==> src/hw/stream_pkg.sv <==
/*
 * Shared types for the host stream core: application and length types,
 * APB request and response structs, register map and descriptor payloads
 */
`default_nettype none

package stream_pkg;

	// Register map packs the application into two address bits
	localparam int N_APPS = 4;

	typedef logic [1:0]  app_t;
	typedef logic [14:0] beat_idx_t;
	typedef logic [5:0]  burst_len_t;
	typedef logic [14:0] req_len_t;

	// Register within an application, paddr[3:2]
	typedef enum logic [1:0] {
		REG_SEND_REQ  = 2'd0,
		REG_RECV_REQ  = 2'd1,
		REG_RECV_CRED = 2'd2,
		REG_SEND_DONE = 2'd3
	} reg_sel_e;

	typedef struct packed {
		logic        psel;
		logic        penable;
		logic        pwrite;
		logic [11:0] paddr;
		logic [31:0] pwdata;
	} apb_req_t;

	typedef struct packed {
		logic        pready;
		logic [31:0] prdata;
		logic        pslverr;
	} apb_resp_t;

	typedef struct packed {
		app_t       app;
		beat_idx_t  idx;
		burst_len_t len;
		logic       last;
	} seg_desc_t;

	typedef struct packed {
		app_t       app;
		burst_len_t len;
	} recv_desc_t;

	typedef enum logic {
		DESC_SEND = 1'b0,
		DESC_RECV = 1'b1
	} desc_kind_e;

	// idx and last are zero for receive grants
	typedef struct packed {
		desc_kind_e kind;
		app_t       app;
		beat_idx_t  idx;
		burst_len_t len;
		logic       last;
	} out_desc_t;

endpackage

`default_nettype wire

==> src/hw/rr_arbiter.sv <==
/* Round-robin arbiter over the application request lines */
`timescale 1ns/10ps
`default_nettype none

module rr_arbiter (
	input  logic                          clk,
	input  logic                          rst,
	input  logic                          ready,
	input  logic [stream_pkg::N_APPS-1:0] reqs,
	output stream_pkg::app_t              sel
);

	logic [stream_pkg::N_APPS-1:0] granted;
	logic [stream_pkg::N_APPS-1:0] granted_nxt;
	logic                          found;

	// Lowest requester not yet served this round
	always_comb begin
		sel = '0;
		granted_nxt = granted;
		found = 1'b0;
		for (int i = 0; i < stream_pkg::N_APPS; i++) begin
			if (reqs[i] && !granted[i] && !found) begin
				sel = stream_pkg::app_t'(i);
				granted_nxt = granted;
				granted_nxt[i] = 1'b1;
				found = 1'b1;
			end
		end
		// Round over, lowest requester opens the next one
		for (int i = 0; i < stream_pkg::N_APPS; i++) begin
			if (reqs[i] && !found) begin
				sel = stream_pkg::app_t'(i);
				granted_nxt = '0;
				granted_nxt[i] = 1'b1;
				found = 1'b1;
			end
		end
	end

	always_ff @(posedge clk) begin
		if (rst) begin
			granted <= '0;
		end else if (ready) begin
			granted <= granted_nxt;
		end
	end

endmodule

`default_nettype wire

==> src/hw/apb_regs.sv <==
/*
 * APB slave for the per-application registers: posts send and receive
 * requests and credit grants, keeps the send-completion counters
 */
`timescale 1ns/10ps
`default_nettype none

module apb_regs #(
	parameter int CRED_W = 16
) (
	input  logic                                       clk,
	input  logic                                       rst,
	input  stream_pkg::apb_req_t                       apb_req,
	output stream_pkg::apb_resp_t                      apb_resp,
	output logic                                       post_send_valid,
	output stream_pkg::app_t                           post_send_app,
	output stream_pkg::req_len_t                       post_send_len,
	output logic                                       post_recv_valid,
	output stream_pkg::app_t                           post_recv_app,
	output stream_pkg::burst_len_t                     post_recv_len,
	output logic                                       cred_add_valid,
	output stream_pkg::app_t                           cred_add_app,
	output logic [CRED_W-1:0]                          cred_add_amount,
	input  logic [stream_pkg::N_APPS-1:0]              send_busy,
	input  logic [stream_pkg::N_APPS-1:0]              recv_busy,
	input  logic [stream_pkg::N_APPS-1:0][CRED_W-1:0]  credits,
	input  logic                                       send_done_valid,
	input  stream_pkg::app_t                           send_done_app
);

	stream_pkg::reg_sel_e reg_sel;
	stream_pkg::app_t     app;
	stream_pkg::app_t     post_app_q;
	logic                 access;
	logic                 wr;
	logic                 rd;
	logic                 send_blocked;
	logic                 recv_blocked;
	logic                 send_post;
	logic                 recv_post;
	logic [15:0]          done_cnt [stream_pkg::N_APPS];

	assign reg_sel = stream_pkg::reg_sel_e'(apb_req.paddr[3:2]);
	assign app = apb_req.paddr[5:4];
	assign access = apb_req.psel && apb_req.penable;
	assign wr = access && apb_req.pwrite;
	assign rd = access && !apb_req.pwrite;

	// Busy also covers a post still on its way to the path
	assign send_blocked = send_busy[app] || (post_send_valid && post_send_app == app);
	assign recv_blocked = recv_busy[app] || (post_recv_valid && post_recv_app == app);

	assign send_post = wr && reg_sel == stream_pkg::REG_SEND_REQ && !send_blocked;
	assign recv_post = wr && reg_sel == stream_pkg::REG_RECV_REQ && !recv_blocked;

	always_comb begin
		apb_resp.pready = 1'b1;
		apb_resp.pslverr = wr && ((reg_sel == stream_pkg::REG_SEND_REQ && send_blocked) ||
			(reg_sel == stream_pkg::REG_RECV_REQ && recv_blocked));
		case (reg_sel)
			stream_pkg::REG_RECV_CRED: apb_resp.prdata = 32'(credits[app]);
			stream_pkg::REG_SEND_DONE: apb_resp.prdata = 32'(done_cnt[app]);
			default:                   apb_resp.prdata = '0;
		endcase
	end

	always_ff @(posedge clk) begin
		if (rst) begin
			post_send_valid <= 1'b0;
			post_recv_valid <= 1'b0;
			cred_add_valid <= 1'b0;
		end else begin
			post_send_valid <= send_post;
			post_recv_valid <= recv_post;
			cred_add_valid <= wr && reg_sel == stream_pkg::REG_RECV_CRED;
		end
	end

	// Write payload, qualified by the valids above
	always_ff @(posedge clk) begin
		if (wr) begin
			post_app_q <= app;
			post_send_len <= apb_req.pwdata[14:0];
			post_recv_len <= apb_req.pwdata[5:0];
			cred_add_amount <= apb_req.pwdata[CRED_W-1:0];
		end
	end

	assign post_send_app = post_app_q;
	assign post_recv_app = post_app_q;
	assign cred_add_app = post_app_q;

	// Read clears; a completion in the same cycle leaves a count of one
	always_ff @(posedge clk) begin
		for (int i = 0; i < stream_pkg::N_APPS; i++) begin
			if (rst) begin
				done_cnt[i] <= '0;
			end else if (rd && reg_sel == stream_pkg::REG_SEND_DONE &&
				app == stream_pkg::app_t'(i)) begin
				done_cnt[i] <= 16'(send_done_valid && send_done_app == stream_pkg::app_t'(i));
			end else if (send_done_valid && send_done_app == stream_pkg::app_t'(i)) begin
				done_cnt[i] <= done_cnt[i] + 16'd1;
			end
		end
	end

endmodule

`default_nettype wire

==> src/hw/send_segmenter.sv <==
/* Per-application send requests, cut into page-bounded bursts */
`timescale 1ns/10ps
`default_nettype none

module send_segmenter (
	input  logic                          clk,
	input  logic                          rst,
	input  logic                          post_valid,
	input  stream_pkg::app_t              post_app,
	input  stream_pkg::req_len_t          post_len,
	output logic [stream_pkg::N_APPS-1:0] busy,
	output logic                          seg_valid,
	output stream_pkg::seg_desc_t         seg_desc,
	input  logic                          seg_ready,
	output logic                          done_valid,
	output stream_pkg::app_t              done_app
);

	logic [stream_pkg::N_APPS-1:0] pending;
	logic [stream_pkg::N_APPS-1:0] arb_reqs;
	logic [stream_pkg::N_APPS-1:0] stall_mask;
	stream_pkg::req_len_t          req_len [stream_pkg::N_APPS];
	stream_pkg::req_len_t          beats_done [stream_pkg::N_APPS];
	stream_pkg::beat_idx_t         idx [stream_pkg::N_APPS];
	stream_pkg::app_t              arb_sel;
	stream_pkg::app_t              stall_app;
	stream_pkg::req_len_t          left;
	stream_pkg::burst_len_t        room;
	logic                          stall;
	logic                          xfer;

	// A stalled burst keeps its application until it transfers
	always_comb begin
		stall_mask = '0;
		stall_mask[stall_app] = 1'b1;
		arb_reqs = stall ? stall_mask : pending;
	end

	rr_arbiter arb0 (
		.clk   (clk),
		.rst   (rst),
		.ready (xfer),
		.reqs  (arb_reqs),
		.sel   (arb_sel)
	);

	always_comb begin
		left = req_len[arb_sel] - beats_done[arb_sel];
		room = 6'd63 - idx[arb_sel][5:0];
		seg_desc.app = arb_sel;
		seg_desc.idx = idx[arb_sel];
		seg_desc.last = left <= stream_pkg::req_len_t'(room);
		seg_desc.len = seg_desc.last ? left[5:0] : room;
	end

	assign busy = pending;
	assign seg_valid = |arb_reqs;
	assign xfer = seg_valid && seg_ready;
	assign done_valid = xfer && seg_desc.last;
	assign done_app = arb_sel;

	always_ff @(posedge clk) begin
		if (rst) begin
			pending <= '0;
			stall <= 1'b0;
			for (int i = 0; i < stream_pkg::N_APPS; i++) begin
				idx[i] <= '0;
				beats_done[i] <= '0;
			end
		end else begin
			stall <= seg_valid && !seg_ready;
			if (post_valid) begin
				pending[post_app] <= 1'b1;
			end
			if (xfer) begin
				idx[arb_sel] <= idx[arb_sel] + stream_pkg::beat_idx_t'(seg_desc.len) + 15'd1;
				if (seg_desc.last) begin
					pending[arb_sel] <= 1'b0;
					beats_done[arb_sel] <= '0;
				end else begin
					beats_done[arb_sel] <= beats_done[arb_sel] +
						stream_pkg::req_len_t'(seg_desc.len) + 15'd1;
				end
			end
		end
	end

	always_ff @(posedge clk) begin
		stall_app <= arb_sel;
		if (post_valid) begin
			req_len[post_app] <= post_len;
		end
	end

	// Burst stays inside its 64-beat page
	assert property (@(posedge clk) disable iff (rst)
		seg_valid |-> 7'(seg_desc.idx[5:0]) + 7'(seg_desc.len) <= 7'd63);

	assert property (@(posedge clk) disable iff (rst)
		seg_valid && !seg_ready |=> seg_valid && $stable(seg_desc));

endmodule

`default_nettype wire

==> src/hw/recv_gate.sv <==
/* Per-application receive requests held until the host credit suffices */
`timescale 1ns/10ps
`default_nettype none

module recv_gate #(
	parameter int CRED_W = 16
) (
	input  logic                                      clk,
	input  logic                                      rst,
	input  logic                                      post_valid,
	input  stream_pkg::app_t                          post_app,
	input  stream_pkg::burst_len_t                    post_len,
	input  logic                                      cred_valid,
	input  stream_pkg::app_t                          cred_app,
	input  logic [CRED_W-1:0]                         cred_amount,
	output logic [stream_pkg::N_APPS-1:0]             busy,
	output logic [stream_pkg::N_APPS-1:0][CRED_W-1:0] credits,
	output logic                                      rcv_valid,
	output stream_pkg::recv_desc_t                    rcv_desc,
	input  logic                                      rcv_ready
);

	logic [stream_pkg::N_APPS-1:0] pending;
	logic [stream_pkg::N_APPS-1:0] admissible;
	logic [stream_pkg::N_APPS-1:0] arb_reqs;
	logic [stream_pkg::N_APPS-1:0] stall_mask;
	stream_pkg::burst_len_t        plen [stream_pkg::N_APPS];
	stream_pkg::app_t              arb_sel;
	stream_pkg::app_t              stall_app;
	logic                          stall;
	logic                          xfer;

	// Credits only fall on transfer, so an admitted request stays admitted
	always_comb begin
		for (int i = 0; i < stream_pkg::N_APPS; i++) begin
			admissible[i] = pending[i] && credits[i] > CRED_W'(plen[i]);
		end
		stall_mask = '0;
		stall_mask[stall_app] = 1'b1;
		arb_reqs = stall ? (admissible & stall_mask) : admissible;
	end

	rr_arbiter arb0 (
		.clk   (clk),
		.rst   (rst),
		.ready (xfer),
		.reqs  (arb_reqs),
		.sel   (arb_sel)
	);

	assign busy = pending;
	assign rcv_valid = |arb_reqs;
	assign rcv_desc.app = arb_sel;
	assign rcv_desc.len = plen[arb_sel];
	assign xfer = rcv_valid && rcv_ready;

	always_ff @(posedge clk) begin
		if (rst) begin
			pending <= '0;
			stall <= 1'b0;
			credits <= '0;
		end else begin
			stall <= rcv_valid && !rcv_ready;
			if (post_valid) begin
				pending[post_app] <= 1'b1;
			end
			if (xfer) begin
				pending[arb_sel] <= 1'b0;
			end
			for (int i = 0; i < stream_pkg::N_APPS; i++) begin
				credits[i] <= credits[i]
					+ ((cred_valid && cred_app == stream_pkg::app_t'(i)) ? cred_amount : '0)
					- ((xfer && arb_sel == stream_pkg::app_t'(i)) ?
						CRED_W'(plen[i]) + CRED_W'(1) : '0);
			end
		end
	end

	always_ff @(posedge clk) begin
		stall_app <= arb_sel;
		if (post_valid) begin
			plen[post_app] <= post_len;
		end
	end

	// A debit never wraps the counter below zero
	assert property (@(posedge clk) disable iff (rst)
		xfer && !(cred_valid && cred_app == arb_sel) |=>
			credits[$past(arb_sel)] < $past(credits[arb_sel]));

endmodule

`default_nettype wire

==> src/hw/desc_merger.sv <==
/* Output register stage alternating between send and receive descriptors */
`timescale 1ns/10ps
`default_nettype none

module desc_merger (
	input  logic                   clk,
	input  logic                   rst,
	input  logic                   seg_valid,
	input  stream_pkg::seg_desc_t  seg_desc,
	output logic                   seg_ready,
	input  logic                   rcv_valid,
	input  stream_pkg::recv_desc_t rcv_desc,
	output logic                   rcv_ready,
	output logic                   out_valid,
	output stream_pkg::out_desc_t  out_desc,
	input  logic                   out_ready
);

	logic take;
	logic pick_recv;
	logic last_recv;

	// Register free or draining this cycle
	assign take = !out_valid || out_ready;
	assign pick_recv = rcv_valid && (!seg_valid || !last_recv);
	assign seg_ready = take && !pick_recv;
	assign rcv_ready = take && pick_recv;

	always_ff @(posedge clk) begin
		if (rst) begin
			out_valid <= 1'b0;
			last_recv <= 1'b0;
		end else if (take) begin
			out_valid <= seg_valid || rcv_valid;
			if (seg_valid || rcv_valid) begin
				last_recv <= pick_recv;
			end
		end
	end

	always_ff @(posedge clk) begin
		if (take) begin
			if (pick_recv) begin
				out_desc.kind <= stream_pkg::DESC_RECV;
				out_desc.app <= rcv_desc.app;
				out_desc.idx <= '0;
				out_desc.len <= rcv_desc.len;
				out_desc.last <= 1'b0;
			end else begin
				out_desc.kind <= stream_pkg::DESC_SEND;
				out_desc.app <= seg_desc.app;
				out_desc.idx <= seg_desc.idx;
				out_desc.len <= seg_desc.len;
				out_desc.last <= seg_desc.last;
			end
		end
	end

	assert property (@(posedge clk) disable iff (rst)
		out_valid && !out_ready |=> out_valid && $stable(out_desc));

endmodule

`default_nettype wire

==> src/hw/host_stream_top.sv <==
/* Host stream core top: register slave, send and receive paths, merger */
`timescale 1ns/10ps
`default_nettype none

module host_stream_top #(
	parameter int CRED_W = 16
) (
	input  logic                  clk,
	input  logic                  rst,
	input  stream_pkg::apb_req_t  apb_req,
	output stream_pkg::apb_resp_t apb_resp,
	output logic                  out_valid,
	output stream_pkg::out_desc_t out_desc,
	input  logic                  out_ready
);

	logic                                      post_send_valid;
	stream_pkg::app_t                          post_send_app;
	stream_pkg::req_len_t                      post_send_len;
	logic                                      post_recv_valid;
	stream_pkg::app_t                          post_recv_app;
	stream_pkg::burst_len_t                    post_recv_len;
	logic                                      cred_add_valid;
	stream_pkg::app_t                          cred_add_app;
	logic [CRED_W-1:0]                         cred_add_amount;
	logic [stream_pkg::N_APPS-1:0]             send_busy;
	logic [stream_pkg::N_APPS-1:0]             recv_busy;
	logic [stream_pkg::N_APPS-1:0][CRED_W-1:0] credits;
	logic                                      send_done_valid;
	stream_pkg::app_t                          send_done_app;
	logic                                      seg_valid;
	stream_pkg::seg_desc_t                     seg_desc;
	logic                                      seg_ready;
	logic                                      rcv_valid;
	stream_pkg::recv_desc_t                    rcv_desc;
	logic                                      rcv_ready;

	apb_regs #(
		.CRED_W (CRED_W)
	) regs0 (
		.clk             (clk),
		.rst             (rst),
		.apb_req         (apb_req),
		.apb_resp        (apb_resp),
		.post_send_valid (post_send_valid),
		.post_send_app   (post_send_app),
		.post_send_len   (post_send_len),
		.post_recv_valid (post_recv_valid),
		.post_recv_app   (post_recv_app),
		.post_recv_len   (post_recv_len),
		.cred_add_valid  (cred_add_valid),
		.cred_add_app    (cred_add_app),
		.cred_add_amount (cred_add_amount),
		.send_busy       (send_busy),
		.recv_busy       (recv_busy),
		.credits         (credits),
		.send_done_valid (send_done_valid),
		.send_done_app   (send_done_app)
	);

	send_segmenter seg0 (
		.clk        (clk),
		.rst        (rst),
		.post_valid (post_send_valid),
		.post_app   (post_send_app),
		.post_len   (post_send_len),
		.busy       (send_busy),
		.seg_valid  (seg_valid),
		.seg_desc   (seg_desc),
		.seg_ready  (seg_ready),
		.done_valid (send_done_valid),
		.done_app   (send_done_app)
	);

	recv_gate #(
		.CRED_W (CRED_W)
	) gate0 (
		.clk         (clk),
		.rst         (rst),
		.post_valid  (post_recv_valid),
		.post_app    (post_recv_app),
		.post_len    (post_recv_len),
		.cred_valid  (cred_add_valid),
		.cred_app    (cred_add_app),
		.cred_amount (cred_add_amount),
		.busy        (recv_busy),
		.credits     (credits),
		.rcv_valid   (rcv_valid),
		.rcv_desc    (rcv_desc),
		.rcv_ready   (rcv_ready)
	);

	desc_merger merge0 (
		.clk       (clk),
		.rst       (rst),
		.seg_valid (seg_valid),
		.seg_desc  (seg_desc),
		.seg_ready (seg_ready),
		.rcv_valid (rcv_valid),
		.rcv_desc  (rcv_desc),
		.rcv_ready (rcv_ready),
		.out_valid (out_valid),
		.out_desc  (out_desc),
		.out_ready (out_ready)
	);

endmodule

`default_nettype wire

==> config.mk <==
export PLATFORM = sky130hd
export DESIGN_NAME = host_stream_top
export DESIGN_NICKNAME = d
export VERILOG_FILES = /design/src/hw/stream_pkg.sv /design/src/hw/rr_arbiter.sv /design/src/hw/apb_regs.sv /design/src/hw/send_segmenter.sv /design/src/hw/recv_gate.sv /design/src/hw/desc_merger.sv /design/src/hw/host_stream_top.sv
export SDC_FILE = /design/constraint.sdc
export NUM_CORES = 1
export LEC_CHECK = 0
export ABC_AREA = 0
export BUFFER_PORTS_ARGS = -buffer_cell sky130_fd_sc_hd__buf_2
export CAP_MARGIN = 40
export CORE_MARGIN = 2
export CORE_UTILIZATION = 30
export DETAILED_ROUTE_END_ITERATION = 12
export PLACE_DENSITY_LB_ADDON = 0.12
export SYNTH_ARGS = -nofsm -noshare
export SYNTH_HDL_FRONTEND = slang
export SYNTH_HIERARCHICAL = 1
export SYNTH_SLANG_ARGS = --single-unit
export TNS_END_PERCENT = 20
==> constraint.sdc <==
create_clock -name clk -period 26.5 [get_ports clk]
set_input_delay 0 -clock clk [delete_from_list [all_inputs] [get_ports clk]]
set_output_delay 0 -clock clk [all_outputs]
set_load 0.005 [all_outputs]
==> impl_summary.txt <==
----------------------------------------------------
[Synthesis]
  Share of cell area taken by muxes after synthesis ... roughly 9%
  Average cell area after synthesis ... approximately 11 sq um
  Dominant combinational cell family by area after synthesis ... simple AND/OR/NAND/NOR gates
  Post-synthesis register bit count ... 402
  Synth Flop Type ... edfxtp_1
  Cell type contributing the most total cell area after synthesis ... edfxtp_1
  Largest cells by area after synthesis ... edfxtp_1 (37%), ha_1 (7.9%), mux4_2 (7.4%)
  Sequential-to-total area share from yosys stat ... a little over two fifths
  Xor and xnor area share after synthesis ... around 4.6%
  Count of synthesis-stage warnings from yosys ... 6
  Area of the mapped netlist ... approximately 0.025 sq mm
  Async set or reset register ratio after synthesis ... 0%
  Synth top area share ... a little under two fifths
  Distinct cells, synth ... between 80 and 90
  Number of synthesized flops with an enable pin ... approximately 310
  Adder and majority cell fraction of the synthesized area ... about a tenth
  Area fraction in and, or, nand and nor cells after synthesis ... ~16%
  Post-Syn Instances ... approximately 2.4k
  Complex-gate fraction of the synthesized area ... under 10%

[Timing]
  Final hold violations ... 0
  Number of max-slew violations in the final report ... 0
  Setup repair after global routing missed its margin ... false
  Final Worst Setup Slack ... ~16 ns
  Slew at the pin closest to its max-slew limit ... around 0.88 ns
  Tcrit/Tclk final ... between 30% and 40%
  Final setup violation count ... 0
  Final total negative setup slack ... 0 ns
  Headroom to the max-slew limit ... around two fifths
  Min Hold Slack ... 0.0694 ns
  Highest Clock Rate ... around 99 MHz
  Post-route minimum period ... 10.06 ns
  Clock Skews ... about 0.028 ns

[Placed design]
  Placer's final routability congestion estimate ... 0.845
  DPL Wire Length ... between 50000 and 60000 um
  Worst slack after detailed placement ... 16.34 ns
  Number of input and output port buffers inserted ... 68
  Cell Count Post-Placement ... 3501
  Placement Cell Area ... approximately 0.027 sq mm

[Layout]
  Antenna cells ... 0
  Share of final-layout standard cells stronger than drive strength 1 ... between 10% and 20%
  Synthesis-to-finish area growth ... 13.0%
  Count of fill cells added during filler insertion ... roughly 8.5k
  Non-Filler Cell Area, Final ... between 0.02 and 0.03 sq mm
  Count of placed standard cells in the final layout, fillers left out ... about 3.6k
  # nets final ... between 2k and 3k
  Layout Utilization ... 34.3%

[Worst setup path]
  Cell count of the worst reg-to-reg path ... 30
  Setup slack on the worst flop-to-flop path ... 16.44 ns
  Kind of critical path ... flip-flop to flip-flop
  Critical Path Slowest Stage Cell ... buf_4
  Critical path data arrival time ... around 10 ns
  Number of gates on the worst path with buffers counted ... 30
  Worst Path Buf+Inv ... 4
  Worst reg2reg path endpoint ... seg0/idx[1][14]$_SDFFCE_PN0P_
  First element of the critical path ... seg0/stall$_SDFF_PP0_
  Top delay family on crit path ... compound AO/OA/AOI/OAI gates
  Maximum net fanout on the critical path ... 73
  Critical Path Source Type ... flip-flop
  Worst path required time ... 26.84 ns
  Destination of the critical timing path ... seg0/idx[1][14]$_SDFFCE_PN0P_
  Startpoint of the lowest-slack register-to-register path ... seg0/stall$_SDFF_PP0_
  Endpoint type of the worst setup path ... flip-flop
  Most used cell along the critical path ... o21ai_0
  Highest cell delay on the worst timing path ... 0.71 ns

[Routing]
  Iteration-0 DRC Markers ... 1074
  Drt wl/cell ... between 20 and 25 um
  Drt first pass iters ... 5
  Total Wirelength ... slightly above 70000 um
  Residual DRC ... 0
  Vias per inst ... 5.02
  Met1 layer wirelength in the final routing ... 34300 um
  Antenna Violating Nets Remaining ... 0
  Vias ... about 18k
  Max Used Layer ... met5
  Detailed route wirelength on metal2 ... roughly 34000 um
  Metal3 WL ... about 2900 um

[Power]
  Final Power ... between 2 and 2.5 mW
  Combinational group share of total power ... 30.0%
  Net switching share of the total power ... 32.7%
  Worst VDD drop ... about 0.046 mV
  Share of total power in sequential cells ... 36.6%
  P_leak ... ~11 nW
  Relative contribution of the clock network to total power ... between 30 and 40%
  Internal portion of total power ... 1.44 mW
  Power Density ... ~74 mW/mm^2
  Net switching component of the power ... ~0.70 mW

[Floorplan]
  Die Ht ... 295 um
  Core Area ... roughly 0.084 sq mm
  Initial Util ... between 30% and 40%
  Width of the die ... between 200 and 300 um
  Area of the die ... 0.0869 sq mm
  Total number of placement rows ... between 100 and 150
  Number of primary I/O pins ... 110

[Hold path]
  Hold Path Stages ... 3
  Hold WC Path Type ... input pin to flip-flop

[Clocking]
  Clock root buffer ... clkbuf_16
  CTS sink cnt ... 402
  Number of levels in the clock H-tree ... 2
  Total CTS buffers ... slightly above 50
  Maximum buffer depth of the clock tree ... 3
  TritonCTS clock tree ... done
  Clock-pin slew reported for the worst setup and hold paths after clock tree synthesis ... about 0.060 ns
  Number of setup buffers added after CTS ... 0
  Clock latency on the worst-skew pair ... ~0.61 ns

[Global routing]
  Leftover overflow at the end of global routing ... 0
  Number of global-route vias before repair ... ~18k
  Maximum number of pins on one net before global-route repair ... 74
  Antenna violations before repair ... 1
  Global-route wire length before repair ... around 110000 um
  Total global routing track utilization ... ~17%

[Run status]
  Outcome ... complete, no violations

[Run]
  Maxcap violations ... 0

----------------------------------------------------
[cell usage after synthesis, drive strengths merged (15+ instances only)]
cell    number
a21o        32
o21ai       74
dfxtp       91
a31oi       17
xor2        55
xnor2       77
a21oi       66
ha         160
or3         15
nor3       105
and2        20
clkbuf      38
nand2      148
nor2b       59
o21bai      15
edfxtp     311
and3        23
nor4        17
fa          31
nand3       55
mux2i       27
inv        260
a211oi      24
mux4        83
nor2       223
nand2b      32
buf         84
nand4       40
o21a        19
[timing repair]
item	4_1_cts	5_1_grt
hold buffers	20	0
hold endpoints to repair	57	0
gates resized for setup	0	0
[cells in the final DEF, fill, tap and decap left out, types with 17 or more instances in the layout]
master	instances
buf_2	69
conb_1	17
o21a_1	19
dfxtp_1	91
a31oi_1	17
nor2_1	223
edfxtp_1	311
buf_4	23
nor2b_1	58
nand4_1	40
a211oi_1	24
and2_1	20
nand3_1	54
xor2_1	55
mux4_2	83
xnor2_1	77
inv_1	260
o21ai_0	67
dlygate4sd3_1	20
fa_1	31
nand2_1	148
clkbuf_16	51
and3_1	21
a21o_1	32
nand2b_1	27
nor3_1	105
ha_1	160
a21oi_1	65
mux2i_1	27
[worst min path at each step]
stage	start	to	slack, ns
after floorplan	rst	gate0/arb0/granted[0]$_SDFFE_PP0P_	0.07
after global placement	apb_req[15]	regs0/cred_add_amount[15]$_DFFE_PP_	0.18
after detailed placement	apb_req[6]	regs0/post_send_len[6]$_DFFE_PP_	0.18
after CTS	apb_req[45]	regs0/post_send_len[9]$_DFFE_PP_	0.03
after global routing	apb_req[45]	regs0/post_send_len[9]$_DFFE_PP_	0.05
final	apb_req[45]	regs0/post_send_len[10]$_DFFE_PP_	0.07
[layout make-up]
cell class | instances | area, sq um | share of cell area [%]
Clock inverter | 26 | 305 | 1.06
Inverter | 261 | 980 | 3.42
Clock buffer | 67 | 1400 | 4.87
Sequential cell | 402 | 11200 | 38.9
Tap cell | 1134 | 1420 | 4.95
Multi-Input combinational cell | 1607 | 12600 | 43.9
Timing Repair Buffer | 117 | 831 | 2.90
[power by group through the flow]
stage,sequential (mW),combinational [mW],clock [mW]
finish,0.780,0.640,0.714
global route,0.785,0.724,0.767
CTS,0.781,0.639,0.739
detailed placement,0.794,0.631,0
global placement,0.794,0.627,0
floorplan,0.761,0.504,0
[worst register-to-register path, delay by kind of cell (launching register included)]
family | cells | cell delay, ns
flip-flops | 1 | 0.46
adder cells (fa/ha/maj) | 3 | 0.99
buffers and inverters | 4 | 1.52
AO/OA/AOI/OAI | 11 | 3.82
AND/OR/NAND/NOR | 8 | 1.52
multiplexers | 2 | 0.95
XOR/XNOR | 2 | 0.54
[kinds of logic (layout without fill, tap and decap cells)]
logic type      count (synthesis)  in the layout
fa+ha+maj                     191            191
simple gates                  796            796
xor+xnor                      132            132
compound gates                347            347
flops                         402            402
buf+inv                       383            471
other cells                     2             17
mux                           124            124
[per-layer routing]
layer	up-vias	global-route usage, %
li1	8650	-
met1	9023	23.2
met2	375	27.5
met3	91	2.22
met4	2	4.74
met5	-	0
[flip-flops by register name, indices dropped and copies added, names as in the netlist, 2 cells and up]
name and flops:
regs0/cred_add_amount 2, gate0/stall_app 2, seg0/req_len 60, seg0/beats_done 60
seg0/idx 60, regs0/post_send_len 14, gate0/credits 64, seg0/stall_app 2
regs0/done_cnt 64, gate0/plen 24, gate0/arb0/granted 4, merge0/out_desc 25
gate0/busy 4, regs0/cred_add_app 2, seg0/arb0/granted 4, seg0/busy 4
Note: power is estimated with default switching activity, not from simulation.
